### src/aluPkg.sv
package aluPkg;

  //////////////////////////////////////////////////////////////////////
  // Data width
  //////////////////////////////////////////////////////////////////////

  localparam int XLEN = 32;  // RV32 only

  // Major opcodes accepted by the decoder
  localparam logic [6:0] opOp    = 7'b0110011;  // R-type ALU
  localparam logic [6:0] opOpImm = 7'b0010011;  // I-type ALU
  localparam logic [6:0] opLoad  = 7'b0000011;
  localparam logic [6:0] opStore = 7'b0100011;

  // ALU control bundle
  typedef struct packed {
    logic subArith;  // Invert B and add one, or arithmetic shift
    logic aluOp;     // 0 means address add, 1 means funct3 select
  } aluCtrlT;

  // funct3 operation codes
  localparam logic [2:0] f3Add  = 3'b000;  // add, sub, addi
  localparam logic [2:0] f3Sll  = 3'b001;
  localparam logic [2:0] f3Slt  = 3'b010;
  localparam logic [2:0] f3Sltu = 3'b011;
  localparam logic [2:0] f3Xor  = 3'b100;
  localparam logic [2:0] f3Sr   = 3'b101;  // srl or sra by funct7
  localparam logic [2:0] f3Or   = 3'b110;
  localparam logic [2:0] f3And  = 3'b111;

  typedef logic [4:0] regIdxT;  // x0 to x31

endpackage
### src/aluExecute.sv
`timescale 1ns/1ps

module aluExecute import aluPkg::*; #(
  parameter int BUFFER_DEPTH = 4
) (
  input  logic            clk,
  input  logic            rstN,
  input  logic            instrValid,
  input  logic [31:0]     instr,
  input  logic [XLEN-1:0] rs1Val,
  input  logic [XLEN-1:0] rs2Val,
  input  logic            hold,
  output logic            resultValid,
  output logic [XLEN-1:0] result,
  output regIdxT          rd,
  output logic            illegal,
  output logic            bufferFull
);

  // Decoder to buffer
  logic            decValid;
  aluCtrlT         decCtrl;
  logic [2:0]      decFunct3;
  logic [6:0]      decFunct7;
  logic [XLEN-1:0] decA, decB;
  regIdxT          decRd;

  // Buffer to execute
  logic            bufEmpty, bufPop;
  aluCtrlT         bufCtrl;
  logic [2:0]      bufFunct3;
  logic [6:0]      bufFunct7;
  logic [XLEN-1:0] bufA, bufB;
  regIdxT          bufRd;

  instrDecoder u_instrDecoder (
    .clk, .rstN, .instrValid, .instr, .rs1Val, .rs2Val, .bufferFull,
    .decValid, .decCtrl, .decFunct3, .decFunct7, .decA, .decB, .decRd, .illegal
  );

  issueBuffer #(.BUFFER_DEPTH(BUFFER_DEPTH)) u_issueBuffer (
    .clk, .rstN, .decValid, .decCtrl, .decFunct3, .decFunct7, .decA, .decB, .decRd,
    .bufPop, .bufEmpty, .bufferFull,
    .bufCtrl, .bufFunct3, .bufFunct7, .bufA, .bufB, .bufRd
  );

  executeUnit u_executeUnit (
    .clk, .rstN, .hold, .bufEmpty,
    .bufCtrl, .bufFunct3, .bufFunct7, .bufA, .bufB, .bufRd,
    .bufPop, .resultValid, .result, .rd
  );

endmodule

### src/executeUnit.sv
`timescale 1ns/1ps

module executeUnit import aluPkg::*; (
  input  logic            clk,
  input  logic            rstN,
  input  logic            hold,         // Back-end stall level
  input  logic            bufEmpty,
  input  aluCtrlT         bufCtrl,
  input  logic [2:0]      bufFunct3,
  input  logic [6:0]      bufFunct7,
  input  logic [XLEN-1:0] bufA,
  input  logic [XLEN-1:0] bufB,
  input  regIdxT          bufRd,
  output logic            bufPop,       // Take head this cycle
  output logic            resultValid,
  output logic [XLEN-1:0] result,
  output regIdxT          rd
);

  logic [XLEN-1:0] aluResult;

  assign bufPop = ~bufEmpty & ~hold;  // Combinational pop

  alu u_alu (
    .A          (bufA),
    .B          (bufB),
    .aluControl (bufCtrl),
    .funct3     (bufFunct3),
    .funct7     (bufFunct7),
    .result     (aluResult),
    .sum        ()            // Address path not needed here
  );

  //////////////////////////////////////////////////////////////////////
  // Result register
  //////////////////////////////////////////////////////////////////////

  always_ff @(posedge clk or negedge rstN) begin
    if (!rstN) resultValid <= 1'b0;
    else       resultValid <= bufPop;  // One cycle after pop
  end

  always_ff @(posedge clk) begin
    if (bufPop) begin
      result <= aluResult;
      rd     <= bufRd;
    end
  end

  // A strobed result comes from a real buffer entry
  assert property (@(posedge clk) disable iff (!rstN)
                   resultValid |-> !$isunknown({result, rd}))
    else $error("resultValid with unknown result or rd");

endmodule

### src/issueBuffer.sv
`timescale 1ns/1ps

module issueBuffer import aluPkg::*; #(
  parameter int BUFFER_DEPTH = 4
) (
  input  logic            clk,
  input  logic            rstN,
  input  logic            decValid,    // Write strobe
  input  aluCtrlT         decCtrl,
  input  logic [2:0]      decFunct3,
  input  logic [6:0]      decFunct7,
  input  logic [XLEN-1:0] decA,
  input  logic [XLEN-1:0] decB,
  input  regIdxT          decRd,
  input  logic            bufPop,      // Read strobe from execute
  output logic            bufEmpty,
  output logic            bufferFull,  // Full or one short of it
  output aluCtrlT         bufCtrl,
  output logic [2:0]      bufFunct3,
  output logic [6:0]      bufFunct7,
  output logic [XLEN-1:0] bufA,
  output logic [XLEN-1:0] bufB,
  output regIdxT          bufRd
);

  localparam int ptrW   = (BUFFER_DEPTH > 1) ? $clog2(BUFFER_DEPTH) : 1;
  localparam int cntW   = $clog2(BUFFER_DEPTH + 1);
  localparam int entryW = $bits(aluCtrlT) + 3 + 7 + 2 * XLEN + $bits(regIdxT);

  logic [entryW-1:0] mem [BUFFER_DEPTH];  // Entry storage
  logic [entryW-1:0] wrEntry;
  logic [ptrW-1:0]   wrPtr, rdPtr;
  logic [cntW-1:0]   count;               // Occupancy

  // Wrap at depth, works for any depth
  function automatic logic [ptrW-1:0] ptrInc(input logic [ptrW-1:0] p);
    return (p == ptrW'(BUFFER_DEPTH - 1)) ? '0 : p + 1'b1;
  endfunction

  //////////////////////////////////////////////////////////////////////
  // Storage
  //////////////////////////////////////////////////////////////////////

  assign wrEntry = {decCtrl, decFunct3, decFunct7, decA, decB, decRd};

  always_ff @(posedge clk) begin
    if (decValid) mem[wrPtr] <= wrEntry;
  end

  // Head shown combinationally
  assign {bufCtrl, bufFunct3, bufFunct7, bufA, bufB, bufRd} = mem[rdPtr];

  //////////////////////////////////////////////////////////////////////
  // Pointers and count
  //////////////////////////////////////////////////////////////////////

  always_ff @(posedge clk or negedge rstN) begin
    if (!rstN) begin
      wrPtr <= '0;
      rdPtr <= '0;
      count <= '0;
    end else begin
      if (decValid) wrPtr <= ptrInc(wrPtr);
      if (bufPop)   rdPtr <= ptrInc(rdPtr);
      case ({decValid, bufPop})
        2'b10:   count <= count + 1'b1;
        2'b01:   count <= count - 1'b1;
        default: count <= count;  // Both or neither
      endcase
    end
  end

  assign bufEmpty   = (count == '0);
  assign bufferFull = (count >= cntW'(BUFFER_DEPTH - 1));  // Slack for decoder stage

  // Consumer pops only real entries
  assert property (@(posedge clk) disable iff (!rstN) bufPop |-> !bufEmpty)
    else $error("issueBuffer underflow");

  // Producer never writes into a full buffer
  assert property (@(posedge clk) disable iff (!rstN)
                   decValid |-> (count < cntW'(BUFFER_DEPTH)))
    else $error("issueBuffer overflow");

endmodule

### src/instrDecoder.sv
`timescale 1ns/1ps

module instrDecoder import aluPkg::*; (
  input  logic            clk,
  input  logic            rstN,
  input  logic            instrValid,   // One-cycle strobe
  input  logic [31:0]     instr,
  input  logic [XLEN-1:0] rs1Val,
  input  logic [XLEN-1:0] rs2Val,
  input  logic            bufferFull,   // Checked against instrValid only
  output logic            decValid,     // Buffer write strobe
  output aluCtrlT         decCtrl,
  output logic [2:0]      decFunct3,
  output logic [6:0]      decFunct7,
  output logic [XLEN-1:0] decA,
  output logic [XLEN-1:0] decB,
  output regIdxT          decRd,
  output logic            illegal       // Unsupported opcode strobe
);

  logic [6:0]      opcode;
  logic [2:0]      funct3;
  logic [6:0]      funct7;
  logic [XLEN-1:0] immI, immS;  // Sign-extended immediates
  logic [XLEN-1:0] nextB;
  logic            isOp, isOpImm, isStore, isMem;
  logic            isCmp;       // slt family needs a subtract
  logic            legal;
  aluCtrlT         nextCtrl;
  regIdxT          nextRd;

  //////////////////////////////////////////////////////////////////////
  // Field extraction
  //////////////////////////////////////////////////////////////////////

  assign opcode = instr[6:0];
  assign funct3 = instr[14:12];
  assign funct7 = instr[31:25];
  assign immI   = {{(XLEN-12){instr[31]}}, instr[31:20]};
  assign immS   = {{(XLEN-12){instr[31]}}, instr[31:25], instr[11:7]};

  assign isOp    = (opcode == opOp);
  assign isOpImm = (opcode == opOpImm);
  assign isStore = (opcode == opStore);
  assign isMem   = (opcode == opLoad) | isStore;
  assign legal   = isOp | isOpImm | isMem;
  assign isCmp   = (funct3 == f3Slt) | (funct3 == f3Sltu);

  // Controls
  always_comb begin
    nextCtrl.aluOp    = isOp | isOpImm;                           // Loads/stores just add
    nextCtrl.subArith = (isOp & (funct7[5] | isCmp)) |            // sub, sra, slt, sltu
                        (isOpImm & (isCmp | ((funct3 == f3Sr) & funct7[5])));  // srai, slti
  end

  // Operand B select
  always_comb begin
    if (isOp)         nextB = rs2Val;
    else if (isStore) nextB = immS;
    else              nextB = immI;   // OP-IMM and loads
  end

  assign nextRd = isStore ? regIdxT'(0) : instr[11:7];  // Stores write no register

  //////////////////////////////////////////////////////////////////////
  // Output registers
  //////////////////////////////////////////////////////////////////////

  always_ff @(posedge clk or negedge rstN) begin
    if (!rstN) begin
      decValid <= 1'b0;
      illegal  <= 1'b0;
    end else begin
      decValid <= instrValid & legal;
      illegal  <= instrValid & ~legal;  // Pulse, nothing written
    end
  end

  always_ff @(posedge clk) begin
    if (instrValid) begin
      decCtrl   <= nextCtrl;
      decFunct3 <= funct3;
      decFunct7 <= funct7;
      decA      <= rs1Val;
      decB      <= nextB;
      decRd     <= nextRd;
    end
  end

  // Source must respect the buffer's back-pressure level
  assert property (@(posedge clk) disable iff (!rstN) instrValid |-> !bufferFull)
    else $error("instrValid strobed while bufferFull high");

endmodule

### src/alu.sv
`timescale 1ns/1ps

module alu import aluPkg::*; (
  input  logic [XLEN-1:0] A,           // rs1 or base address
  input  logic [XLEN-1:0] B,           // rs2 or immediate
  input  aluCtrlT         aluControl,  // subArith, aluOp
  input  logic [2:0]      funct3,
  input  logic [6:0]      funct7,
  output logic [XLEN-1:0] result,
  output logic [XLEN-1:0] sum          // Raw adder output
);

  logic [XLEN-1:0] condInvB;    // B or ~B
  logic [XLEN-1:0] shiftY;
  logic [XLEN-1:0] sltRes, sltuRes;
  logic            carry, neg;  // Adder flags
  logic            aSign, bSign;
  logic            lt, ltu;

  //////////////////////////////////////////////////////////////////////
  // Adder
  //////////////////////////////////////////////////////////////////////

  assign condInvB = aluControl.subArith ? ~B : B;

  // Two's complement subtract when subArith set
  assign {carry, sum} = A + condInvB + {{(XLEN-1){1'b0}}, aluControl.subArith};

  //////////////////////////////////////////////////////////////////////
  // Compare flags from A - B
  //////////////////////////////////////////////////////////////////////

  assign neg   = sum[XLEN-1];
  assign aSign = A[XLEN-1];
  assign bSign = B[XLEN-1];

  // Signs differ means no overflow doubt, A negative wins
  assign lt  = (aSign ^ bSign) ? aSign : neg;
  assign ltu = ~carry;  // Borrow out

  assign sltRes  = {{(XLEN-1){1'b0}}, lt};
  assign sltuRes = {{(XLEN-1){1'b0}}, ltu};

  // Shifts
  shifter u_shifter (
    .A     (A),
    .Amt   (B[4:0]),     // Low five bits only
    .Right (funct3[2]),  // sr vs sll
    .Arith (funct7[5]),  // sra/srai encoding bit
    .Y     (shiftY)
  );

  //////////////////////////////////////////////////////////////////////
  // Result select
  //////////////////////////////////////////////////////////////////////

  always_comb begin
    if (!aluControl.aluOp) begin
      result = sum;  // Load/store address
    end else begin
      case (funct3)
        f3Add:  result = sum;      // add, sub, addi
        f3Sll:  result = shiftY;
        f3Slt:  result = sltRes;
        f3Sltu: result = sltuRes;
        f3Xor:  result = A ^ B;
        f3Sr:   result = shiftY;   // srl, sra
        f3Or:   result = A | B;
        f3And:  result = A & B;
      endcase
    end
  end

endmodule

### src/shifter.sv
`timescale 1ns/1ps

module shifter import aluPkg::*; (
  input  logic [XLEN-1:0] A,      // Value to shift
  input  logic [4:0]      Amt,    // Shift amount
  input  logic            Right,  // 1 right, 0 left
  input  logic            Arith,  // Sign fill on right shifts
  output logic [XLEN-1:0] Y
);

  logic            fill;             // Bit shifted in from the top
  logic [XLEN-1:0] revA, revOut;
  logic [XLEN-1:0] stg [0:5];        // Log stages, stg[0] is input

  assign fill = Right & Arith & A[XLEN-1];

  // Left shift done as a right shift of the bit-reversed word
  always_comb begin
    for (int i = 0; i < XLEN; i++) begin
      revA[i] = A[XLEN-1-i];
    end
  end

  assign stg[0] = Right ? A : revA;

  // Stage s moves by 2**s
  for (genvar s = 0; s < 5; s++) begin : gStage
    assign stg[s+1] = Amt[s] ? {{(2**s){fill}}, stg[s][XLEN-1:2**s]} : stg[s];
  end

  always_comb begin
    for (int i = 0; i < XLEN; i++) begin
      revOut[i] = stg[5][XLEN-1-i];  // Undo reversal
    end
  end

  assign Y = Right ? stg[5] : revOut;

endmodule

### config.mk
export PLATFORM = sky130hd
export DESIGN_NAME = aluExecute
export DESIGN_NICKNAME = d
export VERILOG_FILES = /design/src/aluPkg.sv /design/src/aluExecute.sv /design/src/executeUnit.sv /design/src/issueBuffer.sv /design/src/instrDecoder.sv /design/src/alu.sv /design/src/shifter.sv
export SDC_FILE = /design/constraint.sdc
export NUM_CORES = 1
export LEC_CHECK = 0
export BUFFER_PORTS_ARGS = -buffer_cell sky130_fd_sc_hd__buf_2
export CAP_MARGIN = 20
export CORE_MARGIN = 4
export CORE_UTILIZATION = 40
export CTS_CLUSTER_SIZE = 40
export DETAILED_ROUTE_END_ITERATION = 6
export SYNTH_ARGS = -nofsm -noshare
export SYNTH_HDL_FRONTEND = slang
export SYNTH_SLANG_ARGS = --single-unit
### constraint.sdc
create_clock -name clk -period 10.35 [get_ports clk]
set_input_delay 1.5525 -clock clk [delete_from_list [all_inputs] [get_ports clk]]
set_output_delay 1.5525 -clock clk [all_outputs]
set_load 0.02 [all_outputs]
==> metrics.md, run 1 <==
| Metric | Value |
|---|---|
| Buffers on Ports | 134 |
| Final antenna-violating net count | 0 |
| Skew final | around 0.025 ns |
| Number of library cell types mapped by synthesis | 82 |
| Reg-to-reg startpoint | u_issueBuffer.rdPtr[0] |
| Setup crit start kind | register |
| Share of layout cells above drive strength 1 | between 20% and 30% |
| Synthesis Warnings | 0 |
| Core Region | 54,240 sq um |
| Highest clock rate | ~160 MHz |
| RSZ-0062 raised after global routing | no |
| Final period util | between 60% and 70% |
| Setup Viol. Count Final | 0 |
| Crit Path Category | reg -> reg |
| Hold path start | u_instrDecoder.decB[4] |
| Max-Cap Viols | 0 |
| Sink Count | 422 |
| Post-CTS Hold Buffers | 0 |
| Post-synth EDFFs | 412 |
| Hold endpoint | u_issueBuffer.mem[0][9] |
| Crit path required time | between 10 and 15 ns |
| Synth area leader | edfxtp_1 |
| Synth Register Bits | 422 |
| Internal reg-to-reg setup slack | around 4.1 ns |
| R2R depth | 12 |
| Ant. Diodes | 0 |
| RR Endpoint | u_executeUnit.result[27] |
| Placer Congestion | 0.9257 |
| Primary FF master, synth | edfxtp_1 |
| Worst skew pair latency | around 0.57 ns |
| Mapped cell area | 22,120 sq um |
| Asr flop ratio synth | under 10% |
| Final Hold Violating Endpoints | 0 |
| Die footprint | around 59,000 sq um |
| Final HPWL DP | 41,620 microns |
| CTS Buf Count | 43 |
| Post-route DRC | 0 |
| First drt pass iteration count | 5 |
| Register area share after synthesis | a little under three fifths |
| First-pass GRT wire length | between 80,000 and 90,000 microns |
| Total GRT Usage | about 20% |
| Most common cell after layout, fill and taps aside | edfxtp_1 |
| CTS tree | done |
| Starting Density | 40.79% |
| Number of global-route vias before repair | approximately 14,000 |
| Slew Limit Fails | 0 |
| Commonest cells after routing, fill and taps aside | 412 x edfxtp_1, 133 x buf_2, 116 x nor2_1, 100 x ha_1, 96 x a21oi_1 |
| Fin Setup TNS | 0 ns |
| Pre-CTS setup slack | 4.033 ns |
| Die Span Y | 243.2 microns |
| Largest net degree at the start of global routing | between 60 and 70 |
| PnR worst setup slack | roughly 4.1 ns |
| WP data arrival | about 6.6 ns |
| Via count | roughly 14,000 |
| Nets | 1,950 |
| Hold path cells | 0 |
| Final core utilization | between 40% and 50% |
| Capturing element type of the critical path | register |
| Io pins | 140 |
| Hold Crit Class | reg -> reg |
| Syn Inst Count | roughly 1,600 |
| Mean Syn Cell Area | 13.51 sq um |
| Multi-input gate area | between 8000 and 9000 sq um |
| Mapped Nets | 1,839 |
| Initial antenna violation count | 3 |
| FF+latch area | between 10,000 and 15,000 sq um |
| DR vias/cell | between 5 and 6 |
| Area Growth Syn to Fin | 12.46% |
| Post-route minimum period | 6.270 ns |
| Worst-case clock buffer depth | 3 |
| Yosys top cell area share | a little under three fifths |
| Htree depth | 2 |
| Worst-Margin Slew | 1.157 ns |
| Clk root buf | clkbuf_16 |
| Max FO, Critical Path | 39 |
| Status | finished clean |
| Postcts setup bufs | 0 |
| Die W | ~240 microns |
| Post-cts sizing count | 0 |
| Num rows | 85 |
| Drt total wl | 58,430 microns |
| Congestion Overflow GR | 0 |
| Iter 0 DRT Violations | ~1,100 |
| Filler cell count | between 4,000 and 5,000 |
| Post-DR wirelength/cell | roughly 24 microns |
| Synth area leaders | edfxtp_1 56%, mux4_2 7.4%, ha_1 5.7% |
| Rel. slew slack | 22.18% |
| CTS clk-pin slew, worst paths | 0.06 ns |
-- cell type report --
class	instances	share of cell area, %
Multi-Input combinational cell	1042	35.49
Inverter	82	1.287
Sequential cell	422	50.76
Clock buffer	50	4.471
Timing Repair Buffer	158	3.430
Tap cell	696	3.500
Clock inverter	27	1.056
-- kinds of logic (layout without fill, tap and decap cells) --
logic type	after synthesis	in the layout	share of synthesized area, %
flip-flops	422	422	57.06
XOR/XNOR	60	60	2.494
adder cells (fa/ha/maj)	103	103	5.837
multiplexers	218	218	14.27
AO/OA/AOI/OAI	365	365	11.19
buffers and inverters	174	317	3.252
AND/OR/NAND/NOR	296	296	5.899
-- how the worst max path moves through the flow --
stage	from	end	slack (ns)
floorplan	u_issueBuffer.rdPtr[0]	u_executeUnit.result[27]	5.26
global route	u_issueBuffer.rdPtr[0]	u_executeUnit.result[27]	3.70
CTS	u_issueBuffer.rdPtr[0]	u_executeUnit.result[27]	4.01
finish	u_issueBuffer.rdPtr[0]	u_executeUnit.result[27]	4.08
global placement	u_issueBuffer.rdPtr[0]	u_executeUnit.result[27]	4.05
detailed placement	u_issueBuffer.rdPtr[0]	u_executeUnit.result[27]	4.03
-- synth_stat cells (15+ instances only) --
master	number
edfxtp_1	412
nor2_1	117
ha_1	100
a21oi_1	96
mux2i_1	96
nand2_1	90
inv_1	78
mux4_2	73
o21ai_0	70
clkbuf_1	56
a21o_1	54
mux2_2	49
xor2_1	39
a211oi_1	19
xnor2_1	19
nor2b_1	18
buf_2	16
nor3_1	15
-- sequential cells by signal (all words and copies together), names as in the netlist, 3 cells and up --
signal	count
u_instrDecoder.decA	32
u_instrDecoder.decFunct3	3
u_executeUnit.rd	5
u_executeUnit.result	32
u_instrDecoder.decB	32
u_issueBuffer.count	3
u_issueBuffer.mem	300
u_instrDecoder.decRd	5
-- through the flow --
stage / instance area [sq um] / std cells / hold WS [ns]
floorplan: 22120 / 1638 / 0.4587
global placement: 23500 / 2400 / 0.4656
detailed placement: 23500 / 2400 / 0.4785
CTS: 24880 / 2477 / 0.4996
global route: 24880 / 2477 / 0.5125
finish: 24880 / 2477 / 0.4942
-- critical path: stages (launching register included) --
cell,delay (ns)
dfrtp_4,0.84
buf_4,0.70
buf_4,0.46
mux4_2,0.67
ha_1,0.51
and3_1,0.23
o21ai_0,0.14
o31ai_1,0.99
nor2_1,0.27
o31ai_4,0.45
a21boi_1,0.15
o2111a_1,0.24
or3b_1,0.33
-- layer usage --
| layer | share of wire, % | GRT usage, % | vias to the layer above |
|---|---|---|---|
| li1 | - | - | 6480 |
| met1 | 45 | 27.83 | 6992 |
| met2 | 46 | 30.75 | 390 |
| met3 | 5.1 | 3.167 | 80 |
| met4 | 3.2 | 6.298 | 0 |
| met5 | 0 | 0 | - |
Power of run 1 is not shown: default switching activity piles up to over one toggle a cycle in this logic, so the estimate is an artifact.
==> inputs of run 2 (changes only) <==
--- a/config.mk
+++ b/config.mk
@@ -5,6 +5,7 @@
 export SDC_FILE = /design/constraint.sdc
 export NUM_CORES = 1
 export LEC_CHECK = 0
+export ABC_AREA = 1
 export BUFFER_PORTS_ARGS = -buffer_cell sky130_fd_sc_hd__buf_2
 export CAP_MARGIN = 20
 export CORE_MARGIN = 4
==> constraint.sdc (replaced) <==
create_clock -name clk -period 5.15 [get_ports clk]
set_input_delay 0.7725 -clock clk [delete_from_list [all_inputs] [get_ports clk]]
set_output_delay 0.7725 -clock clk [all_outputs]
set_load 0.02 [all_outputs]
==> metrics.md, run 2 <==
| Metric | Value |
|---|---|
| Slew Limit Fails | 0 |
| First drt pass iteration count | 5 |
| Synthesis Warnings | 0 |
| Nets | between 2,000 and 3,000 |
| Worst skew pair latency | approximately 0.57 ns |
| Share of layout cells above drive strength 1 | between 10% and 20% |
| Rel. slew slack | between 30 and 40% |
| Mapped Nets | ~2,600 |
| Yosys top cell area share | 54.24% |
| Die Span Y | roughly 250 microns |
| Area Growth Syn to Fin | 12.01% |
| Asr flop ratio synth | 2.370% |
| Final core utilization | between 40% and 50% |
| # placed instances | between 3,000 and 4,000 |
| Register area share after synthesis | between 50% and 60% |
| Worst-Margin Slew | 1.015 ns |
| Total GRT Usage | 21.86% |
| Worst-case clock buffer depth | 3 |
| Num rows | 87 |
| Synth area leaders | edfxtp_1 54%, nand2_1 12%, nand3_1 7.7% |
| Synth area leader | edfxtp_1 |
| Final std cells w/o fill | around 3,300 |
| Most common cell in the netlist | nand2_1 |
| Drt total wl | roughly 67,000 microns |
| Mapped cell area | ~23,000 sq um |
| Status | finished clean |
| Die footprint | ~61,000 sq um |
| Die W | between 200 and 250 microns |
| Multi-input gate area | between 8000 and 9000 sq um |
| Highest clock rate | around 230 MHz |
| Skew final | between 0.02 and 0.025 ns |
| Post-route DRC | 0 |
| Most common cell after layout, fill and taps aside | nand2_1 |
| Setup Viol. Count Final | 0 |
| Post-DR wirelength/cell | between 20 and 25 microns |
| Final period util | 84.35% |
| First-pass GRT wire length | around 100,000 microns |
| Syn Inst Count | roughly 2,400 |
| Starting Density | between 40% and 50% |
| Sink Count | 422 |
| Htree depth | 2 |
| Post-synth EDFFs | a little over 400 |
| Largest register FFs | 300 |
| Setup crit start kind | register |
| Final antenna-violating net count | 0 |
| FF+latch area | 12,630 sq um |
| Iter 0 DRT Violations | between 1,500 and 2,000 |
| Biggest register | u_issueBuffer.mem |
| Core Region | approximately 56,000 sq um |
| Crit Path Category | reg -> reg |
| DR vias/cell | 5.342 |
| Clk root buf | clkbuf_16 |
| Postcts setup bufs | 0 |
| Mean Syn Cell Area | 9.531 sq um |
| Synth Register Bits | about 420 |
| Primary FF master, synth | edfxtp_1 |
| Post-CTS Hold Buffers | 0 |
| Capturing element type of the critical path | register |
| Buffers on Ports | 134 |
| Largest net degree at the start of global routing | 92 |
| Final HPWL DP | a little under 50,000 microns |
| Number of global-route vias before repair | ~17,000 |
| Commonest cells after routing, fill and taps aside | 715 x nand2_1, 412 x edfxtp_1, 352 x nand3_1, 145 x inv_1, 133 x buf_2 |
| Initial antenna violation count | 2 |
| WP data arrival | approximately 4.7 ns |
| Max-Cap Viols | 0 |
| CTS tree | done |
| Post-synth top cells | 715 x nand2_1, 412 x edfxtp_1, 352 x nand3_1, 149 x inv_1, 119 x a21oi_1 |
| Hold Crit Class | in -> async |
| Congestion Overflow GR | 0 |
| Filler cell count | ~5,400 |
| Placer Congestion | just over 1 |
| Post-route minimum period | roughly 4.3 ns |
| Number of library cell types mapped by synthesis | 55 |
| Final Hold Violating Endpoints | 0 |
| CTS Buf Count | 43 |
| Crit path required time | 5.47 ns |
| Fin Setup TNS | 0 ns |
| Ant. Diodes | 0 |
| CTS clk-pin slew, worst paths | ~0.060 ns |
| Post-cts sizing count | 0 |
| Max FO, Critical Path | 90 |
| Io pins | 140 |
| RSZ-0062 raised after global routing | no |
| Via count | around 18,000 |
## run 2: cell count changes after synthesis, sizes merged, moves of 52 or more
cell / change
buf: +53
mux4: -73
inv: +82
a21o: -52
nand3: +347
mux2i: -96
nand2: +660
## run 2: area by class of cell
| class | instances | area share (%) |
|---|---|---|
| Inverter | 162 | 2.424 |
| Tap cell | 756 | 3.703 |
| Clock buffer | 51 | 4.413 |
| Clock inverter | 25 | 0.9110 |
| Timing Repair Buffer | 183 | 4.300 |
| Sequential cell | 422 | 49.43 |
| Multi-Input combinational cell | 1688 | 34.82 |
## run 2: path summary, 6_finish.rpt
kind	startpoint	end	slack, ns	depth (start not counted)
max	u_issueBuffer.rdPtr[0]	u_executeUnit.result[0]	0.81	17
min	rstN	u_issueBuffer.rdPtr[0]	0.05	1
max reg2reg	u_issueBuffer.rdPtr[0]	u_executeUnit.result[0]	0.81	17
min reg2reg	u_issueBuffer.count[0]	u_issueBuffer.count[0]	0.48	1
max in group asynchronous	rstN	u_issueBuffer.rdPtr[0]	4.89	1
min in group clk	rs1Val[22]	u_instrDecoder.decA[22]	0.37	1
## run 2: worst max-delay path, stage by stage, from the launching register on
cell and delay, ns:
dfrtp_4 0.44, buf_4 0.71, nand2_1 0.12, a32oi_1 0.68, xor2_1 0.14, ha_1 0.44
a21oi_1 0.20, o21ai_0 0.15, nand2_1 0.09, o311ai_0 0.13, a31oi_1 0.32, nand2_1 0.10
nand2_1 0.09, nand3_1 0.08, nand2_1 0.07, nand3_1 0.06, nand2_1 0.10, inv_1 0.06
## run 2: kinds of logic (layout without fill, tap and decap cells)
group                    Yosys count  after routing  synth area share (%)
buffers and inverters            283            421                 5.777
AND/OR/NAND/NOR                 1233           1233                 23.22
XOR/XNOR                          40             40                 1.536
flip-flops                       422            422                 55.34
adder cells (fa/ha/maj)          101            101                 5.574
AO/OA/AOI/OAI                    314            314                 8.552
## run 2: per-stage QoR
| stage | instance area, sq um | worst slack (ns) | hold slack (ns) |
|---|---|---|---|
| 2_1_floorplan | 22810 | 0.9178 | 0.4465 |
| 3_3_place_gp | 24140 | 0.9816 | 0.4645 |
| 3_5_place_dp | 24160 | 0.9569 | 0.4713 |
| 4_1_cts | 25520 | 0.9382 | 0.03577 |
| 5_1_grt | 25550 | 0.5614 | 0.05172 |
| 6_report | 25550 | 0.8059 | 0.05148 |
## run 2: layer usage
metal | part of all wire, % | up-vias | global-route usage (%) | wire, microns
met4 | 3.8 | 0 | 8.009 | 2563
met5 | 0 | - | 0 | 0
met1 | 45 | 8375 | 30.79 | 30270
li1 | - | 8539 | - | -
met3 | 5.8 | 106 | 3.437 | 3902
met2 | 45 | 538 | 34.34 | 30590
Power of run 2 is left out for the same reason.
==> inputs of run 3 (changes only) <==
==> constraint.sdc (replaced) <==
create_clock -name clk -period 4.45 [get_ports clk]
set_input_delay 0.6675 -clock clk [delete_from_list [all_inputs] [get_ports clk]]
set_output_delay 0.6675 -clock clk [all_outputs]
set_load 0.02 [all_outputs]
==> metrics.md, run 3 (synthesized netlist as in run 2, its figures left out) <==
| Metric | Value |
|---|---|
| Worst-case clock buffer depth | 3 |
| Number of global-route vias before repair | 16,782 |
| Initial antenna violation count | 0 |
| Total GRT Usage | around 22% |
| Slew Limit Fails | 0 |
| Crit path required time | slightly below 5 ns |
| Crit path largest cell delay | ~0.53 ns |
| First-pass GRT wire length | around 100,000 microns |
| Multi-input gate area | a little under 9000 sq um |
| Via count | ~18,000 |
| Placer Congestion | between 0.9 and 1 |
| Final antenna-violating net count | 0 |
| Nets | 2,725 |
| DR vias/cell | 5.364 |
| Congestion Overflow GR | 0 |
| Max-Cap Viols | 0 |
| Ant. Diodes | 0 |
| Final period util | between 90% and 100% |
| Die footprint | 60,910 sq um |
| Skew final | 0.03221 ns |
| Setup crit start kind | register |
| Num rows | 87 |
| RSZ-0062 raised after global routing | no |
| Max FO, Critical Path | 39 |
| Post-cts sizing count | 0 |
| First drt pass iteration count | 5 |
| Largest register FFs | 300 |
| Worst-Margin Slew | roughly 0.93 ns |
| Worst skew pair latency | around 0.57 ns |
| Die Span Y | 246.8 microns |
| Final core utilization | around 45% |
| Biggest register | u_issueBuffer.mem |
| Rel. slew slack | 37.77% |
| PnR worst setup slack | roughly 0.44 ns |
| Die W | around 250 microns |
| Iter 0 DRT Violations | roughly 1,600 |
| Filler cell count | 5,436 |
| Area Growth Syn to Fin | 12.45% |
| Drt total wl | 68,850 microns |
| Share of layout cells above drive strength 1 | between 10% and 20% |
| Post-route minimum period | about 4.0 ns |
| Htree depth | 2 |
| Commonest cells after routing, fill and taps aside | 715 x nand2_1, 412 x edfxtp_1, 352 x nand3_1, 145 x inv_1, 133 x buf_2 |
| Highest clock rate | roughly 250 MHz |
| Final HPWL DP | slightly above 50,000 microns |
| Hold Crit Class | in -> reg |
| CP max-delay cell | dfrtp_4 |
| Largest net degree at the start of global routing | 83 |
| Capturing element type of the critical path | register |
| Sink Count | about 420 |
| Post-DR wirelength/cell | between 20 and 25 microns |
| Most used cell, CP | nand2_1 |
| Setup Viol. Count Final | 0 |
| Starting Density | around two fifths |
| CTS tree | done |
| Fin Setup TNS | 0 ns |
| CTS clk-pin slew, worst paths | ~0.060 ns |
| Internal reg-to-reg setup slack | ~0.44 ns |
| Clk root buf | clkbuf_16 |
| Crit Path Category | reg -> reg |
| Pre-CTS setup slack | between 0.5 and 0.6 ns |
| Crit-path cells | inv_6, buf_12, nand2_1, nand2_1, nand2_1, nand2_1, buf_12, xor2_1, ha_1, a21oi_1, inv_1, a31oi_1, o21ai_0, a21oi_1, nand2_1, nand2_1, nand3_1, nand3_1, nand2_1, inv_1 |
| Most common cell after layout, fill and taps aside | nand2_1 |
| WP data arrival | 4.46 ns |
| Io pins | 140 |
| FF+latch area | 12,630 sq um |
| Buffers on Ports | 134 |
| CTS Buf Count | between 40 and 50 |
| Core Region | about 56,000 sq um |
| Final Hold Violating Endpoints | 0 |
| Status | finished clean |
| Post-route DRC | 0 |
-- run 3: changes by cell type in the layout (fill, tap and decap cells not counted), sizes merged --
cell         previous run  this run
buf                   183       206
bufinv                  4         0
dlygate4sd3             0         1
inv                   157       158
clkbuf                 51        53
-- run 3: cell type report --
class / instances / area share [%]
clock buffer: 53 / 4.342
clock inverter: 22 / 0.6196
inverter: 162 / 2.415
multi-input combinational: 1688 / 34.69
sequential: 422 / 49.23
tap: 756 / 3.688
timing repair buffer: 207 / 5.015
-- run 3: path summary, 6_finish.rpt --
path,cells past startpoint,startpoint,end
worst min register to register,1,u_issueBuffer.count[0],u_issueBuffer.count[0]
min in group asynchronous,2,rstN,u_instrDecoder.illegal
max in group asynchronous,2,rstN,u_issueBuffer.rdPtr[0]
worst min-delay path,1,rs1Val[9],u_instrDecoder.decA[9]
worst max-delay path,20,u_issueBuffer.rdPtr[0],u_executeUnit.result[0]
worst max register to register,20,u_issueBuffer.rdPtr[0],u_executeUnit.result[0]
-- run 3: metal layers --
layer	vias up	GRT usage [%]	part of all wire, %
met5	-	0	0
met3	102	3.101	6.0
met4	0	6.908	3.4
met1	8486	32.10	45
met2	583	35.74	46
li1	8584	-	-
-- run 3: repair_timing --
item                                   4_1_cts  5_1_grt
hold buffers                                 1        0
endpoints found under the hold margin       10        0
buffers inserted                             0        0
-- run 3: worst max-delay path, delay by kind of cell (launching register included) --
family	cells	cell delay, ns
AND/OR/NAND/NOR	9	0.95
adder cells (fa/ha/maj)	1	0.45
XOR/XNOR	1	0.11
buffers and inverters	5	0.90
flip-flops	1	0.53
AO/OA/AOI/OAI	4	0.86
-- run 3: metrics by stage --
| stage | instance area, sq um | hold WS (ns) | cells |
|---|---|---|---|
| floorplan | 22810 | 0.3719 | 2393 |
| global placement | 24360 | 0.4647 | 3234 |
| detailed placement | 24360 | 0.4757 | 3234 |
| CTS | 25650 | 0.2338 | 3310 |
| global route | 25650 | 0.2336 | 3310 |
| finish | 25650 | 0.2649 | 3310 |
Power of run 3 is left out for the same reason.
